[config.mk]
export PLATFORM = sky130hd
export DESIGN_NAME = ButtonPanel
export DESIGN_NICKNAME = d
export VERILOG_FILES = /design/src/hw/panelInstPkg.sv /design/src/hw/panelStatePkg.sv /design/src/hw/PushBtnInterface.sv /design/src/hw/PushBtn.sv /design/src/hw/LedBank.sv /design/src/hw/ButtonPanel.sv
export SDC_FILE = /design/constraint.sdc
export NUM_CORES = 1
export LEC_CHECK = 0
export CAP_MARGIN = 20
export CORE_ASPECT_RATIO = 1.4
export CORE_UTILIZATION = 50
export DETAILED_ROUTE_END_ITERATION = 10
export DONT_BUFFER_PORTS = 1
export PLACE_DENSITY = 0.7
export SLEW_MARGIN = 20
export SYNTH_ARGS = -nofsm -noshare
export SYNTH_HDL_FRONTEND = slang
export SYNTH_SLANG_ARGS = --single-unit
[constraint.sdc]
create_clock -name clock -period 2.42 [get_ports clock]
set_clock_uncertainty 0.2 [all_clocks]
set_input_delay 0.484 -clock clock [delete_from_list [all_inputs] [get_ports clock]]
set_output_delay 0.484 -clock clock [all_outputs]
set_load 0.01 [all_outputs]
[src/hw/panelInstPkg.sv]
`default_nettype none

package panelInstPkg;

   localparam int CodeWidth = 4;
   localparam int ImmWidth  = 8;   // also the number of LEDs

   // 12-bit instruction layout: code in [11:8], immediate in [7:0]
   typedef enum logic [CodeWidth-1:0] {
      Nop = 4'h0,
      Rbs = 4'h1,   // read button status
      Ldi = 4'h2,   // load LEDs
      Ltg = 4'h3    // toggle LEDs
   } opcodeE;

   typedef struct packed {
      opcodeE              code;
      logic [ImmWidth-1:0] imm;
   } instT;

endpackage

`default_nettype wire

[src/hw/panelStatePkg.sv]
`default_nettype none

package panelStatePkg;

   localparam int NumButtons     = 4;
   localparam int DebounceCycles = 4;   // cycles a level must hold

   localparam int DebounceWidth = $clog2(DebounceCycles);
   localparam logic [DebounceWidth-1:0] DebounceLast = DebounceWidth'(DebounceCycles - 1);

   // common device life cycle
   typedef enum logic [1:0] {
      Reset = 2'h0,
      Ready = 2'h1,
      Error = 2'h2    // sticky until reset
   } devStateE;

endpackage

`default_nettype wire

[src/hw/PushBtnInterface.sv]
`default_nettype none
`timescale 1ns/10ps

module PushBtnInterface (
   input  logic clock,
   input  logic reset,
   input  logic button,
   output logic pressed
);

   logic                                     syncMeta;
   logic                                     syncLevel;
   logic                                     stable;
   logic [panelStatePkg::DebounceWidth-1:0]  count;

   // two-flop synchronizer, then a run-length filter on the synced level
   always_ff @(posedge clock) begin
      if (reset) begin
         syncMeta  <= 1'b0;
         syncLevel <= 1'b0;
         stable    <= 1'b0;
         count     <= '0;
         pressed   <= 1'b0;
      end else begin
         syncMeta  <= button;
         syncLevel <= syncMeta;
         pressed   <= 1'b0;   // single-cycle pulse

         if (syncLevel == stable) begin
            count <= '0;   // bounce back, start over
         end else if (count == panelStatePkg::DebounceLast) begin
            count   <= '0;
            stable  <= syncLevel;
            pressed <= syncLevel;   // rising edge only, release is silent
         end else begin
            count <= count + 1'b1;
         end
      end
   end

endmodule

`default_nettype wire

[src/hw/PushBtn.sv]
`default_nettype none
`timescale 1ns/10ps

module PushBtn (
   input  logic               clock,
   input  logic               reset,
   input  panelInstPkg::instT inst,
   input  logic               instEn,
   input  logic               button,
   output logic               buttonStatus,
   output logic               fault
);

   typedef struct packed {
      panelStatePkg::devStateE state;
      logic                    latch;    // press seen since last Rbs
      logic                    status;   // value shown on buttonStatus
   } btnRegT;

   btnRegT cur;
   btnRegT nxt;
   logic   pressed;

   PushBtnInterface pushBtnInterface_i (
      .clock   (clock),
      .reset   (reset),
      .button  (button),
      .pressed (pressed)
   );

   assign buttonStatus = cur.status;
   assign fault        = (cur.state == panelStatePkg::Error);

   always_ff @(posedge clock) begin
      cur <= nxt;
   end

   always_comb begin
      nxt = cur;
      if (reset) begin
         nxt.state  = panelStatePkg::Reset;
         nxt.latch  = 1'b0;
         nxt.status = 1'b0;
      end else begin
         case (cur.state)
            panelStatePkg::Reset: begin
               nxt.state  = panelStatePkg::Ready;   // strobes ignored here
               nxt.latch  = 1'b0;
               nxt.status = 1'b0;
            end

            panelStatePkg::Ready: begin
               nxt.latch = cur.latch | pressed;
               if (instEn) begin
                  case (inst.code)
                     panelInstPkg::Nop: begin
                        nxt.status = cur.status;
                     end

                     panelInstPkg::Rbs: begin
                        nxt.status = cur.latch;
                        nxt.latch  = pressed;   // keep a press landing this cycle
                     end

                     default: begin
                        nxt.state  = panelStatePkg::Error;
                        nxt.latch  = 1'b0;
                        nxt.status = 1'b0;
                     end
                  endcase
               end
            end

            default: begin
               // Error holds with outputs low until reset
               nxt.state  = panelStatePkg::Error;
               nxt.latch  = 1'b0;
               nxt.status = 1'b0;
            end
         endcase
      end
   end

endmodule

`default_nettype wire

[src/hw/LedBank.sv]
`default_nettype none
`timescale 1ns/10ps

module LedBank (
   input  logic                              clock,
   input  logic                              reset,
   input  panelInstPkg::instT                inst,
   input  logic                              instEn,
   output logic [panelInstPkg::ImmWidth-1:0] leds,
   output logic                              fault
);

   typedef struct packed {
      panelStatePkg::devStateE           state;
      logic [panelInstPkg::ImmWidth-1:0] leds;
   } ledRegT;

   ledRegT cur;
   ledRegT nxt;

   assign leds  = cur.leds;
   assign fault = (cur.state == panelStatePkg::Error);

   always_ff @(posedge clock) begin
      cur <= nxt;
   end

   always_comb begin
      nxt = cur;
      if (reset) begin
         nxt.state = panelStatePkg::Reset;
         nxt.leds  = '0;
      end else begin
         case (cur.state)
            panelStatePkg::Reset: begin
               nxt.state = panelStatePkg::Ready;
               nxt.leds  = '0;
            end

            panelStatePkg::Ready: begin
               if (instEn) begin
                  case (inst.code)
                     panelInstPkg::Nop: begin
                        nxt.leds = cur.leds;
                     end

                     panelInstPkg::Ldi: begin
                        nxt.leds = inst.imm;
                     end

                     panelInstPkg::Ltg: begin
                        nxt.leds = cur.leds ^ inst.imm;   // flip where imm is set
                     end

                     default: begin
                        // Rbs lands here too, not a LED opcode
                        nxt.state = panelStatePkg::Error;
                        nxt.leds  = '0;
                     end
                  endcase
               end
            end

            default: begin
               nxt.state = panelStatePkg::Error;
               nxt.leds  = '0;   // dark while faulted
            end
         endcase
      end
   end

endmodule

`default_nettype wire

[src/hw/ButtonPanel.sv]
`default_nettype none
`timescale 1ns/10ps

module ButtonPanel (
   input  logic                                 clock,
   input  logic                                 reset,
   input  panelInstPkg::instT                   inst,
   input  logic [panelStatePkg::NumButtons-1:0] btnInstEn,
   input  logic                                 ledInstEn,
   input  logic [panelStatePkg::NumButtons-1:0] buttons,
   output logic [panelStatePkg::NumButtons-1:0] buttonStatus,
   output logic [panelStatePkg::NumButtons-1:0] btnFault,
   output logic [panelInstPkg::ImmWidth-1:0]    leds,
   output logic                                 ledFault
);

   // one device per button, all sharing the instruction bus
   for (genvar i = 0; i < panelStatePkg::NumButtons; i++) begin : genBtn
      PushBtn pushBtn_i (
         .clock        (clock),
         .reset        (reset),
         .inst         (inst),
         .instEn       (btnInstEn[i]),     // per-device strobe
         .button       (buttons[i]),
         .buttonStatus (buttonStatus[i]),
         .fault        (btnFault[i])
      );
   end

   LedBank ledBank_i (
      .clock  (clock),
      .reset  (reset),
      .inst   (inst),
      .instEn (ledInstEn),
      .leds   (leds),
      .fault  (ledFault)
   );

endmodule

`default_nettype wire

==> results_dict.tcl, run 1 <==
set metrics [dict create \
    grt_first_pass_wirelength_mm 6.02 \
    rows 27 \
    final-max-slew-violation-count 0 \
    holdCritPathClass "input port to flop" \
    ys_top_cells_by_area "dfxtp_1 (48%), buf_4 (5.8%), nor2_1 (4.5%)" \
    fin_crit_ps 1630 \
    avgSynthCellArea_um2 9.44 \
    cts_buffers 5 \
    vias_per_cell 5.83 \
    syn_area_um2 2090 \
    clockBufferDepth 2 \
    grtUsageTotal_pct 17.2 \
    crit_slowest_cell "dfxtp_1" \
    synthTopCellsByCount "dfxtp_1 (50), nor2_1 (25), nand2_1 (22)" \
    drv_cap 0 \
    area.growth.synth_to_final_pct -1.02 \
    grt_pass1_vias 1404 \
    synth_most_common_cell "dfxtp_1" \
    crit_buf_inv 0 \
    crit_family "flip-flops" \
    setup_viol 0 \
    synthFlopType "dfxtp_1" \
    cts_tree "built" \
    yosys_warnings 0 \
    die_area_um2 4440 \
    crit_fanout 4 \
    synth_edf_count 0 \
    clk_pin_slew_worst_paths_ps 90 \
    hold_viol 0 \
    fin_tns_setup_ps 0 \
    crit_chain "nor2b_1" \
    max-slew-margin-rel_pct 49.5 \
    grt-ovfl-total 0 \
    drt-wirelength-per-cell_um 13.4 \
    hold_ws_ps 45.7 \
    fp.dieW_um 56.6 \
    arrival_ps 940 \
    hold_buffers 0 \
    start_util_pct 52.8 \
    h-tree-depth 2 \
    antenna_cells 0 \
    clk_latency_ps 300 \
    drt_pass1_iterations 4 \
    p_leak_nw 0.693 \
    grt_max_degree 36 \
    io_buffers 0 \
    period_share_pct 67.2 \
    gp_congestion 0.770 \
    drtIter0Drc 51 \
    crit_path_end_kind "primary output" \
    holdPathStages 1 \
    tightest_slew_ps 748 \
    cp_slowest_stage_delay_ps 370 \
    rr_worst_depth 3 \
    ys_ff_latch 50 \
    hpwl_mm 2.39 \
    antenna_left 0 \
    drive_gt1_share_pct 4.93 \
    synthCells 221 \
    clock.fmax_mhz 615 \
    vias 1433 \
    drcViolationCount 0 \
    antenna_found_initial 0 \
    cts_root_buf "clkbuf_8" \
    ir_worst_vdd_v 0.000597 \
    rsz0062_at_grt "false" \
    critical_path_class "flop to primary output" \
    wirelength_mm 3.30 \
    clock_sinks 50 \
    start_kind "flop" \
    synth_top_cell_by_area "dfxtp_1" \
    yosysSeqAreaShare_pct 48.0 \
    required_ps 1740 \
    status "finished, final reports clean" \
    io_pins 40 \
    synth_fp_nets 248 \
    synthArstFlopShare_pct 0 \
    layout.nets 229 \
    die_y_um 78.4 \
    worstSetupPathDepth 1 \
    ys_types 30 \
    power_density_nw_per_um2 720 \
    cts_resized 0 \
    postCtsSetupBuffers 0 \
    synth_top_area_share_pct 48.0 \
    core_region_area_um2 3950 \
    num-fill-cells 355 \
]
[cell usage in the layout (no fill, tap or decap), types with 2 or more instances in the layout]
cell / n
a21oi_1: 4
a311oi_1: 4
a31oi_1: 12
a32oi_1: 4
clkbuf_8: 5
clkinv_2: 2
dfxtp_1: 50
ha_1: 4
inv_1: 5
mux2i_1: 4
nand2_1: 22
nand3_1: 8
nor2_1: 25
nor2b_1: 14
nor3_1: 2
nor4bb_1: 4
o211ai_1: 3
o21ai_0: 3
o41ai_1: 4
or3_1: 5
or3b_1: 8
xnor2_1: 4
[final timing paths]
check | from | to | slack (ps)
worst max register to register | ledBank_i.leds[1] | ledBank_i.leds[1] | 1090
worst min-delay path | reset | genBtn[3].pushBtn_i.pushBtnInterface_i.syncLevel | 50
worst max-delay path | genBtn[1].pushBtn_i.cur[3] | btnFault[1] | 790
worst min register to register | genBtn[2].pushBtn_i.pushBtnInterface_i.count[0] | genBtn[2].pushBtn_i.pushBtnInterface_i.count[0] | 220
[stage by stage]
stage	setup WS (ps)	std cells	area [um2]	util, %	total power [W]
floorplan	613	221	2090	-	0.000958
global placement	625	238	1960	49.5	0.000943
detailed placement	631	238	1960	49.5	0.000944
CTS	773	246	2070	52.3	0.00150
global route	709	246	2070	52.3	0.00155
finish	794	246	2070	52.3	0.00149
[kinds of logic (layout without fill, tap and decap cells)]
kind of cell | count (synthesis) | in the layout | synth area share [%]
muxes | 4 | 4 | 1.92
xor gates and xnor gates | 4 | 4 | 1.68
and+or+nand+nor | 90 | 90 | 22.8
buffers and inverters | 31 | 13 | 9.71
DFF | 50 | 50 | 48.0
adders and majority gates | 4 | 4 | 2.40
AOI/OAI and AO/OA | 38 | 38 | 13.5
[layer usage]
metal | vias up | wire length [um] | GRT usage (%) | share of wire [%]
met2 | 41 | 1680 | 31.2 | 51
met4 | 0 | 53 | 7.80 | 1.6
met5 | - | 0 | 0 | 0
met1 | 661 | 1290 | 16.8 | 39
met3 | 4 | 283 | 6.92 | 8.6
li1 | 727 | - | - | -
[cell type report]
type,instances,area [um2],share of cell area [%]
Inverter,5,18.8,0.909
Tap cell,43,53.8,2.60
Clock inverter,3,40.0,1.94
Multi-Input combinational cell,140,883,42.8
Sequential cell,50,1000,48.5
Clock buffer,5,68.8,3.33
[state kept, by name (all words and copies together) (netlist names)]
register / count
genBtn.pushBtn_i.pushBtnInterface_i.syncMeta: 4
ledBank_i.leds: 8
genBtn.pushBtn_i.pushBtnInterface_i.count: 8
genBtn.pushBtn_i.pushBtnInterface_i.stable: 4
genBtn.pushBtn_i.cur: 12
genBtn.pushBtn_i.pushBtnInterface_i.pressed: 4
genBtn.pushBtn_i.pushBtnInterface_i.syncLevel: 4
ledBank_i.cur: 2
genBtn.pushBtn_i.buttonStatus: 4
[report_power, final]
part | internal, W | switching, W
sequential | 0.000846 | 0.0000187
clock | 0.000304 | 0.000259
combinational | 0.0000300 | 0.0000301
total | 0.00118 | 0.000308
Power figures use the tool's default switching activity.
==> inputs of run 2 (changes only) <==
--- a/config.mk
+++ b/config.mk
@@ -5,12 +5,13 @@
 export SDC_FILE = /design/constraint.sdc
 export NUM_CORES = 1
 export LEC_CHECK = 0
+export ABC_AREA = 1
 export CAP_MARGIN = 20
 export CORE_ASPECT_RATIO = 1.4
 export CORE_UTILIZATION = 50
 export DETAILED_ROUTE_END_ITERATION = 10
 export DONT_BUFFER_PORTS = 1
-export PLACE_DENSITY = 0.7
+export PLACE_DENSITY = 0.73
 export SLEW_MARGIN = 20
 export SYNTH_ARGS = -nofsm -noshare
 export SYNTH_HDL_FRONTEND = slang
==> constraint.sdc (replaced) <==
create_clock -name clock -period 1.3 [get_ports clock]
set_clock_uncertainty 0.2 [all_clocks]
set_input_delay 0.26 -clock clock [delete_from_list [all_inputs] [get_ports clock]]
set_output_delay 0.26 -clock clock [all_outputs]
set_load 0.01 [all_outputs]
==> results_dict.tcl, run 2 <==
set metrics [dict create \
    fin_tns_setup_ps 0 \
    clockPowerShare_pct 36.7 \
    h-tree-depth 2 \
    p_int_w 0.00230 \
    final-max-slew-violation-count 0 \
    synthTopCellsByCount "dfxtp_1 (50), nor2_1 (50), nand2_1 (38)" \
    synth_edf_count 0 \
    crit_fanout 4 \
    grt_first_pass_wirelength_mm 6.42 \
    yosys_warnings 0 \
    holdPathStages 1 \
    fp.dieW_um 58.0 \
    finish.utilization_pct 57.1 \
    drtIter0Drc 68 \
    hold_ws_ps -176 \
    die_area_um2 4660 \
    synth_top_cell_by_area "dfxtp_1" \
    avgSynthCellArea_um2 7.75 \
    grt_pass1_vias 1579 \
    drcViolationCount 3 \
    layout_commonest_cell "nor2_1" \
    clockBufferDepth 2 \
    instances_no_fill 329 \
    rsz0062_at_grt "true" \
    ir_worst_vdd_v 0.000812 \
    cts_tree "built" \
    synth_top_area_share_pct 45.6 \
    die_y_um 80.4 \
    power_density_nw_per_um2 1230 \
    finalInstanceArea_um2 2400 \
    core_region_area_um2 4200 \
    num-fill-cells 395 \
    power_frac_seq_pct 55.1 \
    period_share_pct 99.0 \
    area.growth.synth_to_final_pct 9.41 \
    drv_cap 0 \
    regMostFlops "genBtn.pushBtn_i.cur" \
    grtUsageTotal_pct 18.2 \
    cts_root_buf "clkbuf_8" \
    vias_per_cell 5.13 \
    rrSetupSlack_ps 70 \
    drive_gt1_share_pct 15.1 \
    wirelength_mm 3.81 \
    layout.nets 311 \
    crit_path_end_kind "primary output" \
    synthCells 283 \
    synthFlopType "dfxtp_1" \
    antenna_found_initial 0 \
    yosysSeqAreaShare_pct 45.6 \
    cts_buffers 5 \
    required_ps 840 \
    comb_power_share_pct 8.2 \
    vias 1688 \
    largest_reg_flops 12 \
    ys_top_cells_by_area "dfxtp_1 (46%), nor2_1 (8.6%), nand3_1 (8.2%)" \
    fin_crit_ps 1290 \
    synth_fp_nets 310 \
    ys_types 22 \
    start_kind "flop" \
    io_buffers 0 \
    clk_pin_slew_worst_paths_ps 80 \
    tightest_slew_ps 233 \
    antenna_cells 0 \
    drt-wirelength-per-cell_um 11.6 \
    syn_area_um2 2190 \
    arrival_ps 830 \
    hold_viol 22 \
    start_util_pct 52.2 \
    p_leak_nw 1.03 \
    synthArstFlopShare_pct 0 \
    post_dp_cell_area_um2 2110 \
    critical_path_class "flop to primary output" \
    rr_worst_depth 3 \
    max-slew-margin-rel_pct 84.5 \
    antenna_left 0 \
    swShare_pct 21.8 \
    ys_ff_latch 50 \
    holdCritPathClass "input port to flop" \
    status "complete, but fails checks" \
    drt_pass1_iterations 7 \
    final_cell_mix "nor2_1 (45), dfxtp_1 (41), nand2_1 (38), nand3_1 (36), inv_1 (27)" \
    clock.fmax_mhz 777 \
    grt-ovfl-total 0 \
    hpwl_mm 2.68 \
    switching_power_w 0.000643 \
    hold_buffers 12 \
    gp_congestion 0.766 \
    grt_max_degree 32 \
    setup_viol 0 \
    rows 28 \
    io_pins 40 \
    violations "design-rule violations, negative hold slack" \
    clk_latency_ps 300 \
    dp.cells 309 \
    clock_sinks 50 \
]
==> run 2: kinds of logic (layout without fill, tap and decap cells) <==
family | count (synthesis) | after routing | synth area share (%)
DFF | 50 | 50 | 45.6
xor gates and xnor gates | 4 | 4 | 1.60
AOI/OAI and AO/OA | 37 | 37 | 10.1
buffers and inverters | 57 | 58 | 13.6
and+or+nand+nor | 131 | 131 | 26.8
adders and majority gates | 4 | 4 | 2.28
==> run 2: power by group through the flow <==
stage               Combinational, W  Clock, W  Sequential, W
global placement            0.000198         0        0.00164
detailed placement          0.000202         0        0.00164
floorplan                   0.000209         0        0.00163
CTS                         0.000236   0.00112        0.00162
finish                      0.000240   0.00108        0.00162
global route                0.000271   0.00118        0.00163
==> run 2: metal layers <==
layer | GRT usage (%) | vias up | share of wire, %
li1 | - | 887 | -
met1 | 18.9 | 766 | 42
met2 | 32.4 | 31 | 53
met3 | 4.03 | 4 | 3.4
met4 | 11.2 | 0 | 1.1
met5 | 0 | - | 0
==> run 2: per-stage QoR <==
stage / setup slack [ps] / power, W
after floorplan: 69.9 / 0.00184
after global placement: 80.8 / 0.00184
after detailed placement: 46.4 / 0.00185
after CTS: -19.6 / 0.00298
after global routing: -26.2 / 0.00308
final: 13.4 / 0.00295
==> run 2: worst paths after layout <==
check | from | to
worst max-delay path | genBtn[2].pushBtn_i.cur[3] | btnFault[2]
worst min-delay path | reset | genBtn[0].pushBtn_i.cur[3]
worst max register to register | genBtn[0].pushBtn_i.pushBtnInterface_i.syncMeta | genBtn[0].pushBtn_i.pushBtnInterface_i.syncLevel
worst min register to register | genBtn[1].pushBtn_i.pushBtnInterface_i.count[0] | genBtn[1].pushBtn_i.pushBtnInterface_i.count[0]
==> run 2: layout make-up <==
cell class	count	area, um2	area share, %
clock inverter	1	30.0	1.25
timing repair buffer	18	165	6.88
inverter	33	126	5.26
tap	45	56.3	2.34
sequential	50	1010	42.2
multi-input combinational	176	928	38.7
clock buffer	6	82.6	3.44
==> run 2: what timing repair did <==
| action | CTS | global route |
|---|---|---|
| gates resized for setup | 15 | 10 |
| gates cloned | 0 | 0 |
| buffers inserted | 0 | 2 |
| pin swaps | 4 | 5 |
| endpoints found under the setup margin | 5 | 14 |
| hold endpoints to repair | 36 | 22 |
==> run 2: critical path: stages, from the launching register on <==
cell     delay, ps
dfxtp_2        360
inv_4           50
nor2_4         120
==> inputs of run 3 (changes only) <==
--- a/config.mk
+++ b/config.mk
@@ -15,4 +15,5 @@
 export SLEW_MARGIN = 20
 export SYNTH_ARGS = -nofsm -noshare
 export SYNTH_HDL_FRONTEND = slang
+export SYNTH_HIERARCHICAL = 1
 export SYNTH_SLANG_ARGS = --single-unit
==> results_dict.tcl, run 3 <==
set metrics [dict create \
    ir_worst_vdd_v 0.000958 \
    fin_crit_ps 1280 \
    rr_worst_depth 5 \
    grtUsageTotal_pct 18.9 \
    crit_path_end_kind "primary output" \
    gp_congestion 0.776 \
    die_area_um2 4990 \
    drv_cap 0 \
    tightest_slew_ps 202 \
    core_region_area_um2 4540 \
    drt-wirelength-per-cell_um 10.7 \
    synth_most_common_cell "inv_1" \
    final-max-slew-violation-count 0 \
    final_cell_mix "inv_1 (59), nand2_1 (57), nor2_1 (52), dfxtp_1 (43), nand3_1 (33)" \
    hold_ws_ps -15.9 \
    clk_pin_slew_worst_paths_ps 90 \
    post_dp_cell_area_um2 2400 \
    synth_top_cell_by_area "dfxtp_1" \
    grt-ovfl-total 0 \
    max-slew-margin-rel_pct 86.4 \
    ys_types 22 \
    period_share_pct 98.4 \
    vias_per_cell 4.81 \
    comb_power_share_pct 10.7 \
    cts_root_buf "clkbuf_8" \
    status "complete, but fails checks" \
    start_util_pct 51.9 \
    die_y_um 83.2 \
    hold_viol 7 \
    drive_gt1_share_pct 15.3 \
    holdCritPathClass "input port to flop" \
    p_total_w 0.00305 \
    vias 2024 \
    setup_viol 0 \
    p_int_w 0.00234 \
    regMostFlops "genBtn.pushBtn_i/cur" \
    ys_ff_latch 50 \
    io_buffers 0 \
    swShare_pct 23.3 \
    largest_reg_flops 12 \
    clock.fmax_mhz 782 \
    grt_pass1_vias 1866 \
    p_leak_nw 1.33 \
    h-tree-depth 2 \
    synthCells 330 \
    wirelength_mm 4.52 \
    arrival_ps 820 \
    syn_area_um2 2350 \
    drcViolationCount 0 \
    layout.nets 386 \
    start_kind "flop" \
    finalInstanceArea_um2 2830 \
    clk_latency_ps 300 \
    yosys_warnings 6 \
    rows 29 \
    fp.dieW_um 60.0 \
    required_ps 840 \
    grt_max_degree 43 \
    r2r-end "ledBank_i/cur[9]" \
    synthFlopType "dfxtp_1" \
    antenna_cells 0 \
    cts_buffers 5 \
    io_pins 40 \
    clockPowerShare_pct 36.2 \
    ys_top_cells_by_area "dfxtp_1 (43%), inv_1 (10%), nand2_1 (9.3%)" \
    critPathCapture "ledFault" \
    switching_power_w 0.000711 \
    power_frac_seq_pct 53.1 \
    drt_pass1_iterations 4 \
    synth_edf_count 0 \
    critical_path_class "flop to primary output" \
    power_density_nw_per_um2 1080 \
    crit_fanout 3 \
    crit_start "ledBank_i/cur[9]" \
    hpwl_mm 2.84 \
    synth_fp_nets 357 \
    clockBufferDepth 2 \
    antenna_found_initial 0 \
    cts_tree "built" \
    synthArstFlopShare_pct 0 \
    worstReg2RegStart "ledBank_i/cur[8]" \
    area.growth.synth_to_final_pct 20.4 \
    grt_first_pass_wirelength_mm 7.28 \
    rrSetupSlack_ps 80 \
    violations "negative hold slack" \
    synth_top_area_share_pct 42.6 \
    drtIter0Drc 73 \
    yosysSeqAreaShare_pct 42.6 \
    antenna_left 0 \
    avgSynthCellArea_um2 7.13 \
    rsz0062_at_grt "true" \
    clock_sinks 50 \
    synthTopCellsByCount "inv_1 (64), nand2_1 (58), nor2_1 (57)" \
    layout_commonest_cell "inv_1" \
]
## run 3: changes by cell type after synthesis, moves of 7 or more
cell,delta
inv_1,+32
nor2_1,+7
buf_4,-9
a21oi_1,-7
nand2_1,+20
## run 3: worst min-delay path by stage
| stage | start | to | slack, ps | cells after the start |
|---|---|---|---|---|
| detailed placement | reset | ledBank_i/leds[6] | 130 | 1 |
| global route | inst[9] | ledBank_i/leds[5] | 0.3 | 4 |
| floorplan | reset | genBtn[0].pushBtn_i/buttonStatus | 130 | 1 |
| CTS | reset | ledBank_i/leds[6] | -200 | 1 |
| finish | inst[9] | ledBank_i/leds[5] | -20 | 4 |
| global placement | reset | ledBank_i/leds[0] | 130 | 1 |
## run 3: cell families (layout without fill, tap and decap cells)
kind of cell / after synthesis / count (layout) / synth area share [%]
simple gates: 169 / 169 / 34.0
compound gates: 31 / 31 / 7.39
fa+ha+maj: 4 / 4 / 2.13
flops: 50 / 50 / 42.6
buf+inv: 76 / 105 / 13.9
## run 3: power groups by stage
stage	Clock, W	Sequential [W]	Combinational [W]
finish	0.00110	0.00162	0.000327
global route	0.00119	0.00162	0.000368
CTS	0.00114	0.00161	0.000287
detailed placement	0	0.00164	0.000226
global placement	0	0.00164	0.000220
floorplan	0	0.00163	0.000211
## run 3: final cells by class
class | count | area, um2
tap | 62 | 77.6
multi-input combinational | 204 | 1060
fill | 405 | 1700
clock buffer | 6 | 82.6
sequential | 50 | 1010
clock inverter | 1 | 30.0
timing repair buffer | 33 | 320
inverter | 65 | 246
## run 3: routing by layer
layer  GRT usage [%]  part of all wire (%)  up-vias
li1                -                     -     1063
met1            19.4                    40      903
met2            32.9                    52       47
met3            6.39                   6.2       11
met4            8.67                   2.4        0
met5               0                     0        -
## run 3: per-stage QoR
stage	instances	worst slack [ps]	TNS, ps	utilization [%]
3_5_place_dp	388	58.1	0	52.9
5_1_grt	421	-23.6	-39.1	62.4
6_report	421	20.5	0	62.4
4_1_cts	415	2.75	0	60.8
2_1_floorplan	330	112	0	-
3_3_place_gp	388	88.4	0	52.9
## run 3: worst max-delay path, stage by stage (launching register included)
cell and delay (ps):
dfxtp_2 330, inv_2 50, nor2_4 130
## run 3: repair_timing
item | CTS | global route
resized for setup | 19 | 5
buffers inserted | 0 | 1
hold buffers | 20 | 5
hold endpoints to repair | 50 | 26
cloned | 0 | 0
pin swaps | 4 | 5
setup endpoints to repair | 5 | 13
